==> src/spis_pkg.sv <==
// SPI slave register port
// Shared widths, command opcodes and controller state encoding

package spis_pkg;

	//////////////////////////////////////////////////
	// Widths

	localparam int SPIS_DATA_W = 32;  // Data word and shift word
	localparam int SPIS_ADDR_W = 16;  // Register address field
	localparam int SPIS_LEN_W  = 8;   // Burst length field

	//////////////////////////////////////////////////
	// Command opcodes, bits 31..24 of the command word

	localparam logic [7:0] SPIS_OP_RD  = 8'h00;  // Single read
	localparam logic [7:0] SPIS_OP_WR  = 8'h01;  // Single write
	localparam logic [7:0] SPIS_OP_BRD = 8'h20;  // Burst read
	localparam logic [7:0] SPIS_OP_BWR = 8'h21;  // Burst write

	//////////////////////////////////////////////////
	// Controller states

	typedef enum logic [2:0] {
		IDLE   = 3'h0,  // Waiting for a command word
		CMD    = 3'h1,  // Decode and load counters
		RD     = 3'h2,  // Waiting for the read slot
		FRD    = 3'h3,
		WR     = 3'h4,  // Waiting for a data word
		FWR    = 3'h5,
		END_WR = 3'h6,
		END_RD = 3'h7
	} spis_state_t;

endpackage

==> src/spis_shift.sv <==
`timescale 1ns/1ps
// SPI mode 0 shifter
// Tracks ss_n, assembles words from mosi, shifts reply words out on miso
// and marks the word boundaries for the controller

module spis_shift (
	input  logic                             sclk,
	input  logic                             rst_n,
	input  logic                             ss_n,
	input  logic                             mosi,
	input  logic [spis_pkg::SPIS_DATA_W-1:0] tx_word,
	output logic                             miso,
	output logic                             ss_off,
	output logic                             ss_idle,
	output logic                             word_rx,
	output logic [spis_pkg::SPIS_DATA_W-1:0] rx_word,
	output logic                             rd_slot,
	output logic                             word_tx
);
	import spis_pkg::*;

	localparam int CNT_W = $clog2(SPIS_DATA_W);
	localparam logic [CNT_W-1:0] CNT_LAST = CNT_W'(SPIS_DATA_W - 1);
	localparam logic [CNT_W-1:0] CNT_SLOT = CNT_W'(SPIS_DATA_W - 4);  // Bit 28

	logic                   ss_neg;       // ss_n seen on falling edge
	logic                   ss_pos;       // Same, carried to rising edge
	logic [CNT_W-1:0]       rx_cnt;
	logic [CNT_W-1:0]       tx_cnt;
	logic [SPIS_DATA_W-1:0] rx_shift;
	logic [SPIS_DATA_W-1:0] tx_hold;      // Reply word taken at the read slot
	logic [SPIS_DATA_W-1:0] tx_shift;
	logic                   word_flag;    // Toggles on every full word
	logic                   word_flag_q;

	//////////////////////////////////////////////////
	// Slave select tracking

	always_ff @(negedge sclk or negedge rst_n) begin
		if (!rst_n)
			ss_neg <= 1'b1;
		else
			ss_neg <= ss_n;
	end

	always_ff @(posedge sclk or negedge rst_n) begin
		if (!rst_n)
			ss_pos <= 1'b1;
		else
			ss_pos <= ss_neg;
	end

	assign ss_idle = ss_n & ss_neg & ss_pos;  // Synchronous clear for all logic
	assign ss_off  = ss_n & ~ss_pos;

	//////////////////////////////////////////////////
	// Receive, mosi sampled on rising sclk

	always_ff @(posedge sclk or negedge rst_n) begin
		if (!rst_n) begin
			rx_cnt      <= '0;
			word_flag   <= 1'b0;
			word_flag_q <= 1'b0;
		end else if (ss_idle) begin
			rx_cnt      <= '0;
			word_flag   <= 1'b0;
			word_flag_q <= 1'b0;
		end else begin
			rx_cnt      <= rx_cnt + 1'b1;
			word_flag_q <= word_flag;
			if (rx_cnt == CNT_LAST)
				word_flag <= ~word_flag;
		end
	end

	always_ff @(posedge sclk) begin
		if (!ss_idle)
			rx_shift <= {rx_shift[SPIS_DATA_W-2:0], mosi};  // MSB first
	end

	assign word_rx = word_flag ^ word_flag_q;  // Cycle after the 32nd bit
	assign rx_word = rx_shift;

	//////////////////////////////////////////////////
	// Transmit, miso launched on falling sclk

	always_ff @(posedge sclk or negedge rst_n) begin
		if (!rst_n) begin
			tx_cnt  <= '0;
			word_tx <= 1'b0;
			tx_hold <= '0;
		end else if (ss_idle) begin
			tx_cnt  <= '0;
			word_tx <= 1'b0;
			tx_hold <= '0;
		end else begin
			tx_cnt  <= tx_cnt + 1'b1;
			word_tx <= (tx_cnt == CNT_LAST);
			if (rd_slot)
				tx_hold <= tx_word;
		end
	end

	assign rd_slot = (tx_cnt == CNT_SLOT);

	// Loads on the falling edge right after the word boundary
	always_ff @(negedge sclk or negedge rst_n) begin
		if (!rst_n)
			tx_shift <= '0;
		else if (ss_idle)
			tx_shift <= '0;
		else if (word_tx)
			tx_shift <= tx_hold;
		else
			tx_shift <= {tx_shift[SPIS_DATA_W-2:0], 1'b0};
	end

	assign miso = tx_shift[SPIS_DATA_W-1] & ~ss_idle;

endmodule

==> src/spis_ctrl.sv <==
`timescale 1ns/1ps
// SPI slave command controller
// Captures the command word, runs single and burst accesses with an
// incrementing address and drives the register file strobes

module spis_ctrl (
	input  logic                             sclk,
	input  logic                             rst_n,
	input  logic                             ss_idle,
	input  logic                             word_rx,
	input  logic [spis_pkg::SPIS_DATA_W-1:0] rx_word,
	input  logic                             rd_slot,
	input  logic                             word_tx,
	input  logic [spis_pkg::SPIS_DATA_W-1:0] rd_data,
	output logic [spis_pkg::SPIS_DATA_W-1:0] tx_word,
	output logic                             wr_en,
	output logic [spis_pkg::SPIS_ADDR_W-1:0] wr_addr,
	output logic [spis_pkg::SPIS_DATA_W-1:0] wr_data,
	output logic                             rd_en,
	output logic [spis_pkg::SPIS_ADDR_W-1:0] rd_addr,
	output logic [spis_pkg::SPIS_DATA_W-1:0] dbg_bus
);
	import spis_pkg::*;

	spis_state_t            cur_st;
	spis_state_t            nxt_st;
	logic                   cmd_seen;   // Command taken in this frame
	logic                   cmd_load;
	logic [7:0]             cmd_op;
	logic [SPIS_LEN_W-1:0]  cmd_len;
	logic [SPIS_ADDR_W-1:0] cmd_addr;
	logic                   is_rd;
	logic                   is_wr;
	logic [SPIS_LEN_W-1:0]  burst_len;
	logic [SPIS_LEN_W-1:0]  burst_cnt;  // Accesses still to do
	logic [SPIS_ADDR_W-1:0] addr_cnt;

	//////////////////////////////////////////////////
	// Command capture, first word of the frame only

	assign cmd_load = word_rx & ~cmd_seen;

	always_ff @(posedge sclk or negedge rst_n) begin
		if (!rst_n) begin
			cmd_seen <= 1'b0;
			cmd_op   <= 8'hff;  // Unused opcode
			cmd_len  <= '0;
			cmd_addr <= '0;
		end else if (ss_idle) begin
			cmd_seen <= 1'b0;
			cmd_op   <= 8'hff;
			cmd_len  <= '0;
			cmd_addr <= '0;
		end else if (cmd_load) begin
			cmd_seen <= 1'b1;
			cmd_op   <= rx_word[SPIS_DATA_W-1 -: 8];
			cmd_len  <= rx_word[SPIS_ADDR_W +: SPIS_LEN_W];
			cmd_addr <= rx_word[SPIS_ADDR_W-1:0];
		end
	end

	always_comb begin
		is_rd     = 1'b0;
		is_wr     = 1'b0;
		burst_len = SPIS_LEN_W'(1);
		case (cmd_op)
			SPIS_OP_RD: is_rd = 1'b1;
			SPIS_OP_WR: is_wr = 1'b1;
			SPIS_OP_BRD: begin
				is_rd = 1'b1;
				if (cmd_len != '0)
					burst_len = cmd_len;  // Zero length runs once
			end
			SPIS_OP_BWR: begin
				is_wr = 1'b1;
				if (cmd_len != '0)
					burst_len = cmd_len;
			end
			default: burst_len = '0;  // Ignored until ss_n rises
		endcase
	end

	//////////////////////////////////////////////////
	// Burst FSM

	always_ff @(posedge sclk or negedge rst_n) begin
		if (!rst_n)
			cur_st <= IDLE;
		else if (ss_idle)
			cur_st <= IDLE;
		else
			cur_st <= nxt_st;
	end

	always_comb begin
		nxt_st = cur_st;
		case (cur_st)
			IDLE: begin
				if (cmd_load)
					nxt_st = CMD;
			end
			CMD: begin
				if (is_rd)
					nxt_st = RD;
				else if (is_wr)
					nxt_st = WR;
				else
					nxt_st = IDLE;
			end
			WR: begin
				if (wr_en)
					nxt_st = FWR;
			end
			FWR: nxt_st = (burst_cnt == '0) ? END_WR : WR;
			RD: begin
				if (rd_en)
					nxt_st = FRD;
			end
			FRD: begin
				if (word_tx)  // Hold until the fetched word is in flight
					nxt_st = (burst_cnt == '0) ? END_RD : RD;
			end
			default: nxt_st = IDLE;
		endcase
	end

	// Address and remaining count, one step per access
	always_ff @(posedge sclk or negedge rst_n) begin
		if (!rst_n) begin
			burst_cnt <= '0;
			addr_cnt  <= '0;
		end else if (ss_idle) begin
			burst_cnt <= '0;
			addr_cnt  <= '0;
		end else if (cur_st == CMD) begin
			burst_cnt <= burst_len;
			addr_cnt  <= cmd_addr;
		end else if (wr_en || rd_en) begin
			burst_cnt <= burst_cnt - 1'b1;
			addr_cnt  <= addr_cnt + 1'b1;
		end
	end

	//////////////////////////////////////////////////
	// Register file strobes

	assign wr_en   = (cur_st == WR) & word_rx & ~ss_idle;
	assign rd_en   = (cur_st == RD) & rd_slot & ~ss_idle;  // Fetch for the next word
	assign wr_addr = addr_cnt;
	assign rd_addr = addr_cnt;
	assign wr_data = rx_word;
	assign tx_word = rd_en ? rd_data : '0;

	assign dbg_bus = SPIS_DATA_W'({cur_st, burst_cnt, cmd_len});

endmodule

==> src/spis_regfile.sv <==
`timescale 1ns/1ps
// Register file for the SPI slave
// REG_DEPTH words with a synchronous write port and a combinational
// read port, out of range accesses are dropped or read as zero

module spis_regfile #(
	parameter int REG_DEPTH = 16
) (
	input  logic                             sclk,
	input  logic                             rst_n,
	input  logic                             wr_en,
	input  logic [spis_pkg::SPIS_ADDR_W-1:0] wr_addr,
	input  logic [spis_pkg::SPIS_DATA_W-1:0] wr_data,
	input  logic                             rd_en,
	input  logic [spis_pkg::SPIS_ADDR_W-1:0] rd_addr,
	output logic [spis_pkg::SPIS_DATA_W-1:0] rd_data
);
	import spis_pkg::*;

	localparam int IDX_W = (REG_DEPTH > 1) ? $clog2(REG_DEPTH) : 1;

	logic [SPIS_DATA_W-1:0] regs [REG_DEPTH];
	logic                   wr_hit;
	logic                   rd_hit;

	assign wr_hit = wr_en && (wr_addr < REG_DEPTH);
	assign rd_hit = rd_en && (rd_addr < REG_DEPTH);

	always_ff @(posedge sclk or negedge rst_n) begin
		if (!rst_n) begin
			for (int i = 0; i < REG_DEPTH; i++) begin
				regs[i] <= '0;
			end
		end else if (wr_hit) begin
			regs[wr_addr[IDX_W-1:0]] <= wr_data;
		end
	end

	// Zero outside the array or when no read is pending
	assign rd_data = rd_hit ? regs[rd_addr[IDX_W-1:0]] : '0;

endmodule

==> src/spis_top.sv <==
`timescale 1ns/1ps
// SPI slave register port, mode 0
// Shifter, command controller and register file on the SPI clock

module spis_top #(
	parameter int REG_DEPTH = 16
) (
	input  logic                             sclk,
	input  logic                             rst_n,
	input  logic                             ss_n,
	input  logic                             mosi,
	output logic                             miso,
	output logic [spis_pkg::SPIS_DATA_W-1:0] dbg_bus
);
	import spis_pkg::*;

	logic                   ss_idle;
	logic                   word_rx;
	logic                   rd_slot;
	logic                   word_tx;
	logic [SPIS_DATA_W-1:0] rx_word;
	logic [SPIS_DATA_W-1:0] tx_word;
	logic                   wr_en;
	logic                   rd_en;
	logic [SPIS_ADDR_W-1:0] wr_addr;
	logic [SPIS_ADDR_W-1:0] rd_addr;
	logic [SPIS_DATA_W-1:0] wr_data;
	logic [SPIS_DATA_W-1:0] rd_data;

	spis_shift shift_i (
		.sclk    (sclk),
		.rst_n   (rst_n),
		.ss_n    (ss_n),
		.mosi    (mosi),
		.tx_word (tx_word),
		.miso    (miso),
		.ss_off  (),
		.ss_idle (ss_idle),
		.word_rx (word_rx),
		.rx_word (rx_word),
		.rd_slot (rd_slot),
		.word_tx (word_tx)
	);

	spis_ctrl ctrl_i (
		.sclk    (sclk),
		.rst_n   (rst_n),
		.ss_idle (ss_idle),
		.word_rx (word_rx),
		.rx_word (rx_word),
		.rd_slot (rd_slot),
		.word_tx (word_tx),
		.rd_data (rd_data),
		.tx_word (tx_word),
		.wr_en   (wr_en),
		.wr_addr (wr_addr),
		.wr_data (wr_data),
		.rd_en   (rd_en),
		.rd_addr (rd_addr),
		.dbg_bus (dbg_bus)
	);

	spis_regfile #(
		.REG_DEPTH (REG_DEPTH)
	) regfile_i (
		.sclk    (sclk),
		.rst_n   (rst_n),
		.wr_en   (wr_en),
		.wr_addr (wr_addr),
		.wr_data (wr_data),
		.rd_en   (rd_en),
		.rd_addr (rd_addr),
		.rd_data (rd_data)
	);

endmodule

==> config.mk <==
export PLATFORM = sky130hd
export DESIGN_NAME = spis_top
export DESIGN_NICKNAME = d
export VERILOG_FILES = /design/src/spis_pkg.sv /design/src/spis_shift.sv /design/src/spis_ctrl.sv /design/src/spis_regfile.sv /design/src/spis_top.sv
export SDC_FILE = /design/constraint.sdc
export NUM_CORES = 1
export LEC_CHECK = 0
export BUFFER_PORTS_ARGS = -buffer_cell sky130_fd_sc_hd__buf_2
export CORE_AREA = 4 4 255 257
export CTS_BUF_LIST = sky130_fd_sc_hd__clkbuf_8
export CTS_CLUSTER_DIAMETER = 150
export DETAILED_ROUTE_END_ITERATION = 8
export DIE_AREA = 0 0 259 261
export PLACE_DENSITY = 0.67
export SETUP_SLACK_MARGIN = 0.2
export SYNTH_ARGS = -nofsm -noshare
export SYNTH_HDL_FRONTEND = slang
export SYNTH_HIERARCHICAL = 1
export SYNTH_SLANG_ARGS = --single-unit
==> constraint.sdc <==
create_clock -name sclk -period 3.3 [get_ports sclk]
set_input_delay 0.495 -clock sclk [delete_from_list [all_inputs] [get_ports sclk]]
set_output_delay 0.495 -clock sclk [all_outputs]
set_load 0.01 [all_outputs]
==> out/metrics.json, run 1 <==
{
  "status": {
    "status": "finished with violations",
    "violations": "negative setup slack"
  },
  "power_and_ir_drop": {
    "static_leakage_nw": 18.2,
    "netSwitchingFraction_pct": 30.1,
    "power_switching_mw": 6.22,
    "power_density_nw_per_um2": 516,
    "p_int_mw": 14.4,
    "max-vdd-ir-drop_v": 0.000338,
    "share_comb_of_total_power_pct": 15.9,
    "power.share.sequential_pct": 47.2,
    "clock_share_of_power_pct": 36.9
  },
  "min_path": {
    "worst_min_delay_path_class": "in2async"
  },
  "clock_network": {
    "clk_pin_slew_worst_paths_ns": 0.08,
    "tritoncts": "built",
    "clk-insertion-delay-late_ns": 0.74,
    "cts_buffers": 113,
    "htree_levels": 3,
    "clock_tree.root_cell": "clkbuf_8",
    "cts_sinks": 683,
    "clock_path_buffers": 3
  },
  "die": {
    "floorplan.core_area_um2": 62700,
    "start_util_pct": 49.5,
    "floorplan.rows": 92,
    "pin_count": 37,
    "die_area_um2": 67600,
    "fp.dieH_um": 261,
    "die_span_in_x_um": 259
  },
  "route": {
    "first_pass_iters": 7,
    "drcViolationCount": 0,
    "number_of_nets_still_failing_antenna_checks_after_routing": 0,
    "dr.first_iter.drc_count": 1834,
    "met1Wirelength_mm": 39.9,
    "topRoutingLayerUsed": "met4",
    "via_per_inst": 6.14,
    "wire_per_inst_um": 29.0,
    "wl_met3_mm": 7.38,
    "routed-wl-met2_mm": 43.7,
    "finalWirelength_mm": 94.3,
    "routed-via-count": 20000
  },
  "placement": {
    "portBuffers": 23,
    "placedInstanceArea_um2": 33200,
    "post-dp-hpwl_mm": 44.9,
    "numPlacedInstances": 2905,
    "gp_congestion": 0.822
  },
  "global_routing": {
    "grt_use_total_pct": 23.9,
    "antenna_found_initial": 2,
    "grt_pass1_vias": 20200,
    "grt_first_pass_wirelength_mm": 124,
    "grt.overflow.total": 0,
    "grt_start_max_net_pins": 79
  },
  "timing": {
    "hold_viol": 0,
    "unrepaired_setup_endpoints_after_global_routing": "true",
    "finalClockSkew_ns": 0.101,
    "max_slew.worst_pin.slew_ns": 0.990,
    "post-route-worst-setup-slack_ns": -0.961,
    "setup_viol": 615,
    "drv_slew": 0,
    "headroom_to_the_max_slew_limit_pct": 34.0
  },
  "final_layout": {
    "final-seq-area_um2": 17300,
    "drive_gt1_share_pct": 50.3,
    "syn2layout_area_growth_pct": 28.7,
    "fill_cells": 4279,
    "instances_no_fill": 3251,
    "layout.nets": 2319,
    "share_of_the_core_filled_with_cells_in_the_final_layout_pct": 63.7,
    "post-route-cell-area_um2": 40000,
    "multiInputGateArea_um2": 15000
  },
  "worst_setup_path": {
    "rrSetupSlack_ns": -0.96,
    "arrival_ns": 4.86,
    "path_max_fanout": 5,
    "setup.worst_path.class": "reg2reg",
    "critical-path-slowest-cell": "dfstp_2",
    "critical_path.startpoint_type": "flip-flop",
    "cp_common_cell": "buf_6",
    "critPathCaptureType": "flip-flop",
    "crit_path_cell_trace": "nand3_4, inv_4, nor2_4, nand2_2, nor2_4, nor3b_4, nand4_1, buf_6, buf_6, nor4_4, buf_6, clkbuf_16, mux2_4",
    "cp.required_ns": 3.90,
    "slowest_delay_ns": 0.37
  },
  "run": {
    "max_capacitance_violation_count": 0
  },
  "logic_synthesis": {
    "syn-mean-instance-area_um2": 14.5,
    "synthCells": 2144,
    "synth.cell_area_um2": 31100,
    "yosysWarningCount": 6
  }
}
## final timing paths
kind | startpoint | end | cells past startpoint
min reg2reg | shift_i/tx_shift[28] | shift_i/tx_shift[29] | 2
max reg2reg | shift_i/ss_neg | regfile_i/regs[119] | 13
min in group sclk | ss_n | ctrl_i/cur_st[2] | 7
max | shift_i/ss_neg | regfile_i/regs[119] | 13
min | rst_n | shift_i/tx_hold[1] | 2
max in group asynchronous | rst_n | shift_i/ss_neg | 3
## sequential cells by signal (all words and copies together) (netlist names)
register and flops:
ctrl_i/burst_cnt 8, ctrl_i/cmd_addr 16, ctrl_i/cmd_len 8, ctrl_i/cmd_op 8
ctrl_i/cmd_seen 1, ctrl_i/cur_st 3, ctrl_i/rd_addr 16, regfile_i/regs 512
shift_i/rx_cnt 5, shift_i/rx_word 32, shift_i/ss_neg 1, shift_i/ss_pos 1
shift_i/tx_cnt 5, shift_i/tx_hold 32, shift_i/tx_shift 32, shift_i/word_flag 1
shift_i/word_flag_q 1, shift_i/word_tx 1
## placed cells by master, fill, tap and decap left out, types with 15 or more instances in the layout
| cell type | instances |
|---|---|
| edfxtp_1 | 32 |
| o21ai_0 | 17 |
| buf_4 | 52 |
| clkbuf_8 | 146 |
| nand2_1 | 67 |
| mux2_2 | 24 |
| mux4_2 | 128 |
| buf_16 | 22 |
| and2_1 | 29 |
| a22o_1 | 24 |
| buf_12 | 70 |
| a21oi_1 | 24 |
| inv_1 | 57 |
| buf_6 | 47 |
| dfrtp_1 | 605 |
| a21oi_2 | 23 |
| nor2_1 | 54 |
| dfrtn_1 | 32 |
| buf_2 | 22 |
| mux2_4 | 488 |
| mux2i_1 | 95 |
| clkbuf_16 | 37 |
| and2_4 | 15 |
## final cells by class
| cell class | count | share of cell area, % |
|---|---|---|
| flip-flops and latches | 683 | 43.2 |
| multi-input cells | 1228 | 37.6 |
| repair buffers | 266 | 10.5 |
| clock buffers | 146 | 5.03 |
| well taps | 846 | 2.65 |
| clock inverters | 65 | 0.851 |
| inverters | 15 | 0.150 |
| diodes | 2 | 0.0125 |
## through the flow
stage	hold slack (ns)	setup TNS, ns	total power [mW]	setup WS (ns)
6_report	0.236	-468.04	20.6	-0.961
5_1_grt	0.229	-516.21	21.5	-1.05
4_1_cts	0.184	-423.17	20.6	-0.858
3_5_place_dp	0.379	-475.90	13.0	-0.951
3_3_place_gp	0.380	-477.82	12.9	-0.974
2_1_floorplan	0.199	-683.29	11.9	-1.40
## repair_timing
item / 4_1_cts / 5_1_grt
resized for setup: 161 / 417
setup buffers: 32 / 36
setup endpoints to repair: 630 / 644
endpoints found under the hold margin: 92 / 0
pin swaps: 6 / 61
hold buffers: 2 / 0
cloned: 19 / 45
## worst max-delay path, delay by kind of cell, from the launching register on
family / cells / cell delay (ns)
DFF: 1 / 0.37
muxes: 1 / 0.30
buffers and inverters: 5 / 0.78
and+or+nand+nor: 7 / 1.05
## power by group through the flow
stage	Combinational (mW)	Sequential [mW]	Clock, mW
after floorplan	2.62	9.26	0.00379
after global placement	3.13	9.79	0.00379
after detailed placement	3.16	9.82	0.00379
after CTS	3.18	9.69	7.73
after global routing	3.51	9.80	8.17
final	3.28	9.74	7.63
## per-layer routing
| layer | vias to the layer above | GRT usage, % |
|---|---|---|
| met3 | 191 | 5.25 |
| met4 | 0 | 7.65 |
| li1 | 8154 | - |
| met5 | - | 0 |
| met2 | 889 | 38.1 |
| met1 | 10700 | 33.1 |
No activity file was read; power rests on OpenSTA's default activity.
==> run 2, diff against run 1 <==
--- a/config.mk
+++ b/config.mk
@@ -17,3 +17,4 @@
 export SYNTH_HDL_FRONTEND = slang
 export SYNTH_HIERARCHICAL = 1
 export SYNTH_SLANG_ARGS = --single-unit
+export TNS_END_PERCENT = 10
==> run 2 against run 1 <==
The run still ends with negative setup slack left. Register-to-register slack barely moved. First-iteration DRC count fell by 18%. Flip-flop and latch count did not move. Clock skew is 0.0054 ns lower. Critical path type unchanged.
==> out/metrics.json, run 2 (synthesis gave the netlist of run 1 again) <==
{
  "clock_network": {
    "tritoncts": "built",
    "clk-insertion-delay-late": {"value": 0.71, "unit": "ns", "change": "-0.03 ns"},
    "clock_path_buffers": {"value": 3, "change": "unchanged"},
    "cts_buffers": {"value": 109, "change": "-3.5%"},
    "htree_levels": {"value": 3, "change": "unchanged"},
    "cts_sinks": {"value": 683, "change": "unchanged"},
    "clk_pin_slew_worst_paths": {"value": 0.06, "unit": "ns", "change": "-0.02 ns"},
    "clock_tree.root_cell": "clkbuf_8"
  },
  "die": {
    "fp.dieH": {"value": 261, "unit": "µm", "change": "unchanged"},
    "floorplan.rows": {"value": 92, "change": "unchanged"},
    "die_span_in_x": {"value": 259, "unit": "µm", "change": "unchanged"},
    "floorplan.core_area": {"value": 62700, "unit": "µm²", "change": "unchanged"},
    "pin_count": {"value": 37, "change": "unchanged"},
    "start_util": {"value": 49.5, "unit": "%", "change": "unchanged"},
    "die_area": {"value": 67600, "unit": "µm²", "change": "unchanged"}
  },
  "worst_setup_path": {
    "crit_path_cell_trace": "nand3_4, inv_4, nor2_4, nand2_2, nor2_4, nor3b_4, nand4_1, buf_6, buf_12, nor4_4, buf_4, buf_12, buf_16, mux2_4",
    "path_max_fanout": {"value": 6, "change": "+1"},
    "timing.critical_path.max_delay_family": "simple AND/OR/NAND/NOR gates",
    "slowest_delay": {"value": 0.37, "unit": "ns", "change": "about the same"},
    "cp.required": {"value": 3.86, "unit": "ns", "change": "-0.04 ns"},
    "cp_num_buf_inv": {"value": 6, "change": "+1"},
    "critical-path-slowest-cell": "dfstp_2",
    "arrival": {"value": 4.81, "unit": "ns", "change": "-0.05 ns"},
    "critPathCaptureType": "flip-flop",
    "setup.worst_path.class": "reg2reg",
    "critical_path.startpoint_type": "flip-flop"
  },
  "route": {
    "drcViolationCount": {"value": 0, "change": "unchanged"},
    "first_pass_iters": {"value": 5, "change": "-2"},
    "via_per_inst": {"value": 5.92, "change": "-3.6%"},
    "finalWirelength": {"value": 78.7, "unit": "mm", "change": "-17%"},
    "wire_per_inst": {"value": 25.1, "unit": "µm", "change": "-13%"},
    "number_of_nets_still_failing_antenna_checks_after_routing": {"value": 0, "change": "unchanged"},
    "routed-via-count": {"value": 18600, "change": "-7.1%"},
    "dr.first_iter.drc_count": {"value": 1502, "change": "-18%"}
  },
  "global_routing": {
    "globalRouteMet2Util": {"value": 37.3, "unit": "%", "change": "-0.77 points"},
    "gr-usage-met3": {"value": 3.84, "unit": "%", "change": "-1.4 points"},
    "antenna_found_initial": {"value": 1, "change": "-1"},
    "global_route.peak_usage_layer": "met2",
    "met1_usage": {"value": 33.5, "unit": "%", "change": "+0.32 points"},
    "grt_first_pass_wirelength": {"value": 122, "unit": "mm", "change": "-1.8%"},
    "grt_pass1_vias": {"value": 20000, "change": "-1.1%"},
    "grt.overflow.total": {"value": 0, "change": "unchanged"},
    "grt_use_total": {"value": 23.3, "unit": "%", "change": "-0.57 points"},
    "grt_start_max_net_pins": {"value": 132, "change": "+67%"}
  },
  "power_and_ir_drop": {
    "report.power.total": {"value": 20.1, "unit": "mW", "change": "-2.4%"},
    "max-vdd-ir-drop": {"value": 0.000319, "unit": "V", "change": "-5.7%"},
    "power_density": {"value": 546, "unit": "nW/µm²", "change": "+5.7%"},
    "static_leakage": {"value": 17.0, "unit": "nW", "change": "-6.6%"}
  },
  "placement": {
    "numPlacedInstances": {"value": 2890, "change": "-0.52%"},
    "gp_congestion": {"value": 0.834, "change": "+1.5%"},
    "portBuffers": {"value": 23, "change": "unchanged"},
    "placedInstanceArea": {"value": 32500, "unit": "µm²", "change": "-1.9%"},
    "post-dp-hpwl": {"value": 44.1, "unit": "mm", "change": "-1.7%"},
    "detailedPlace.worstSlack": {"value": -1.06, "unit": "ns", "change": "-0.104 ns"}
  },
  "timing": {
    "headroom_to_the_max_slew_limit": {"value": 43.4, "unit": "%", "change": "+9.4 points"},
    "tns": {"value": -439.94, "unit": "ns", "change": "+28.10 ns"},
    "setup_viol": {"value": 619, "change": "+0.65%"},
    "hold_viol": {"value": 0, "change": "unchanged"},
    "unrepaired_setup_endpoints_after_global_routing": "true",
    "finalClockSkew": {"value": 0.0959, "unit": "ns", "change": "-0.00542 ns"},
    "final_hold_slack": {"value": 0.271, "unit": "ns", "change": "+0.0352 ns"},
    "max_slew.worst_pin.slew": {"value": 0.849, "unit": "ns", "change": "-0.141 ns"},
    "drv_slew": {"value": 0, "change": "unchanged"},
    "post-route-worst-setup-slack": {"value": -0.951, "unit": "ns", "change": "+0.0101 ns"}
  },
  "final_layout": {
    "syn2layout_area_growth_pct": 18.8,
    "layout_common_cells": "dfrtp_1 (605), mux2_4 (385), clkbuf_8 (130)",
    "share_of_the_core_filled_with_cells_in_the_final_layout": {"value": 58.8, "unit": "%", "change": "-4.9 points"},
    "max_ffs_per_register": {"value": 512, "change": "unchanged"},
    "top_register": "regfile_i/regs",
    "layout.nets": {"value": 2207, "change": "-4.8%"},
    "instances_no_fill": {"value": 3135, "change": "-3.6%"},
    "drive_gt1_share": {"value": 44.2, "unit": "%", "change": "-6.1 points"},
    "layout_commonest_cell": "dfrtp_1",
    "post-route-cell-area": {"value": 36900, "unit": "µm²", "change": "-7.7%"}
  },
  "min_path": {
    "worst_min_delay_path_class": "in2async"
  },
  "status": {
    "status": "finished with violations",
    "violations": "negative setup slack"
  },
  "run": {
    "max_capacitance_violation_count": {"value": 0, "change": "unchanged"}
  }
}
run 2: cell types whose count changed in the layout (fill, tap and decap cells not counted), moves of 16 or more:
cell,before,now
mux2_4,488,385
mux2_2,24,124
clkbuf_16,37,0
buf_6,47,21
a21oi_1,24,47
a21oi_2,23,0
o22ai_1,6,27
buf_12,70,51
clkbuf_8,146,130
run 2: layer usage:
| layer | up-vias | wire length (µm) | part of all wire (%) |
|---|---|---|---|
| met5 | - | 0 | 0 |
| met3 | 104 | 4100 | 5.2 |
| li1 | 7924 | - | - |
| met4 | 0 | 1510 | 1.9 |
| met2 | 510 | 37400 | 47 |
| met1 | 10000 | 35700 | 45 |
run 2: power breakdown:
| group | internal, mW | leakage (nW) | switching (mW) |
|---|---|---|---|
| clock | 3.89 | 1.30 | 3.34 |
| combinational | 1.42 | 6.35 | 1.75 |
| sequential | 8.85 | 9.35 | 0.889 |
run 2: worst paths after layout:
| path | cells past startpoint | endpoint | from | slack (ns) |
|---|---|---|---|---|
| worst max-delay path | 14 | regfile_i/regs[107] | shift_i/ss_neg | -0.95 |
| worst min-delay path | 2 | shift_i/word_tx | rst_n | 0.27 |
| worst max register to register | 14 | regfile_i/regs[107] | shift_i/ss_neg | -0.95 |
| worst min register to register | 2 | shift_i/tx_shift[8] | shift_i/tx_shift[7] | 0.43 |
| max in group asynchronous | 3 | shift_i/tx_shift[9] | rst_n | 0.80 |
| min in group sclk | 2 | shift_i/tx_shift[8] | shift_i/tx_shift[7] | 0.43 |
run 2: timing repair:
action                                 CTS  global route
hold buffers                             2             0
cloned                                  10             0
buffers inserted                        18            11
endpoints found under the hold margin  115             0
setup endpoints to repair              624           646
pin swaps                               12             2
resized for setup                      313           118
run 2: area by class of cell:
class / instances / area, µm²
Multi-Input combinational cell: 1228 / 14200
Inverter: 15 / 60.1
Sequential cell: 683 / 17300
Clock inverter: 74 / 427
Antenna cell: 1 / 2.50
Timing Repair Buffer: 158 / 2070
Fill cell: 4675 / 25800
Clock buffer: 130 / 1790
Tap cell: 846 / 1060
run 2: worst register-to-register path, cell delays in order (launching register included):
cell,delay (ns)
dfstp_2,0.37
nand3_4,0.08
inv_4,0.04
nor2_4,0.09
nand2_2,0.09
nor2_4,0.12
nor3b_4,0.22
nand4_1,0.14
buf_6,0.17
buf_12,0.14
nor4_4,0.28
buf_4,0.20
buf_12,0.10
buf_16,0.15
mux2_4,0.32
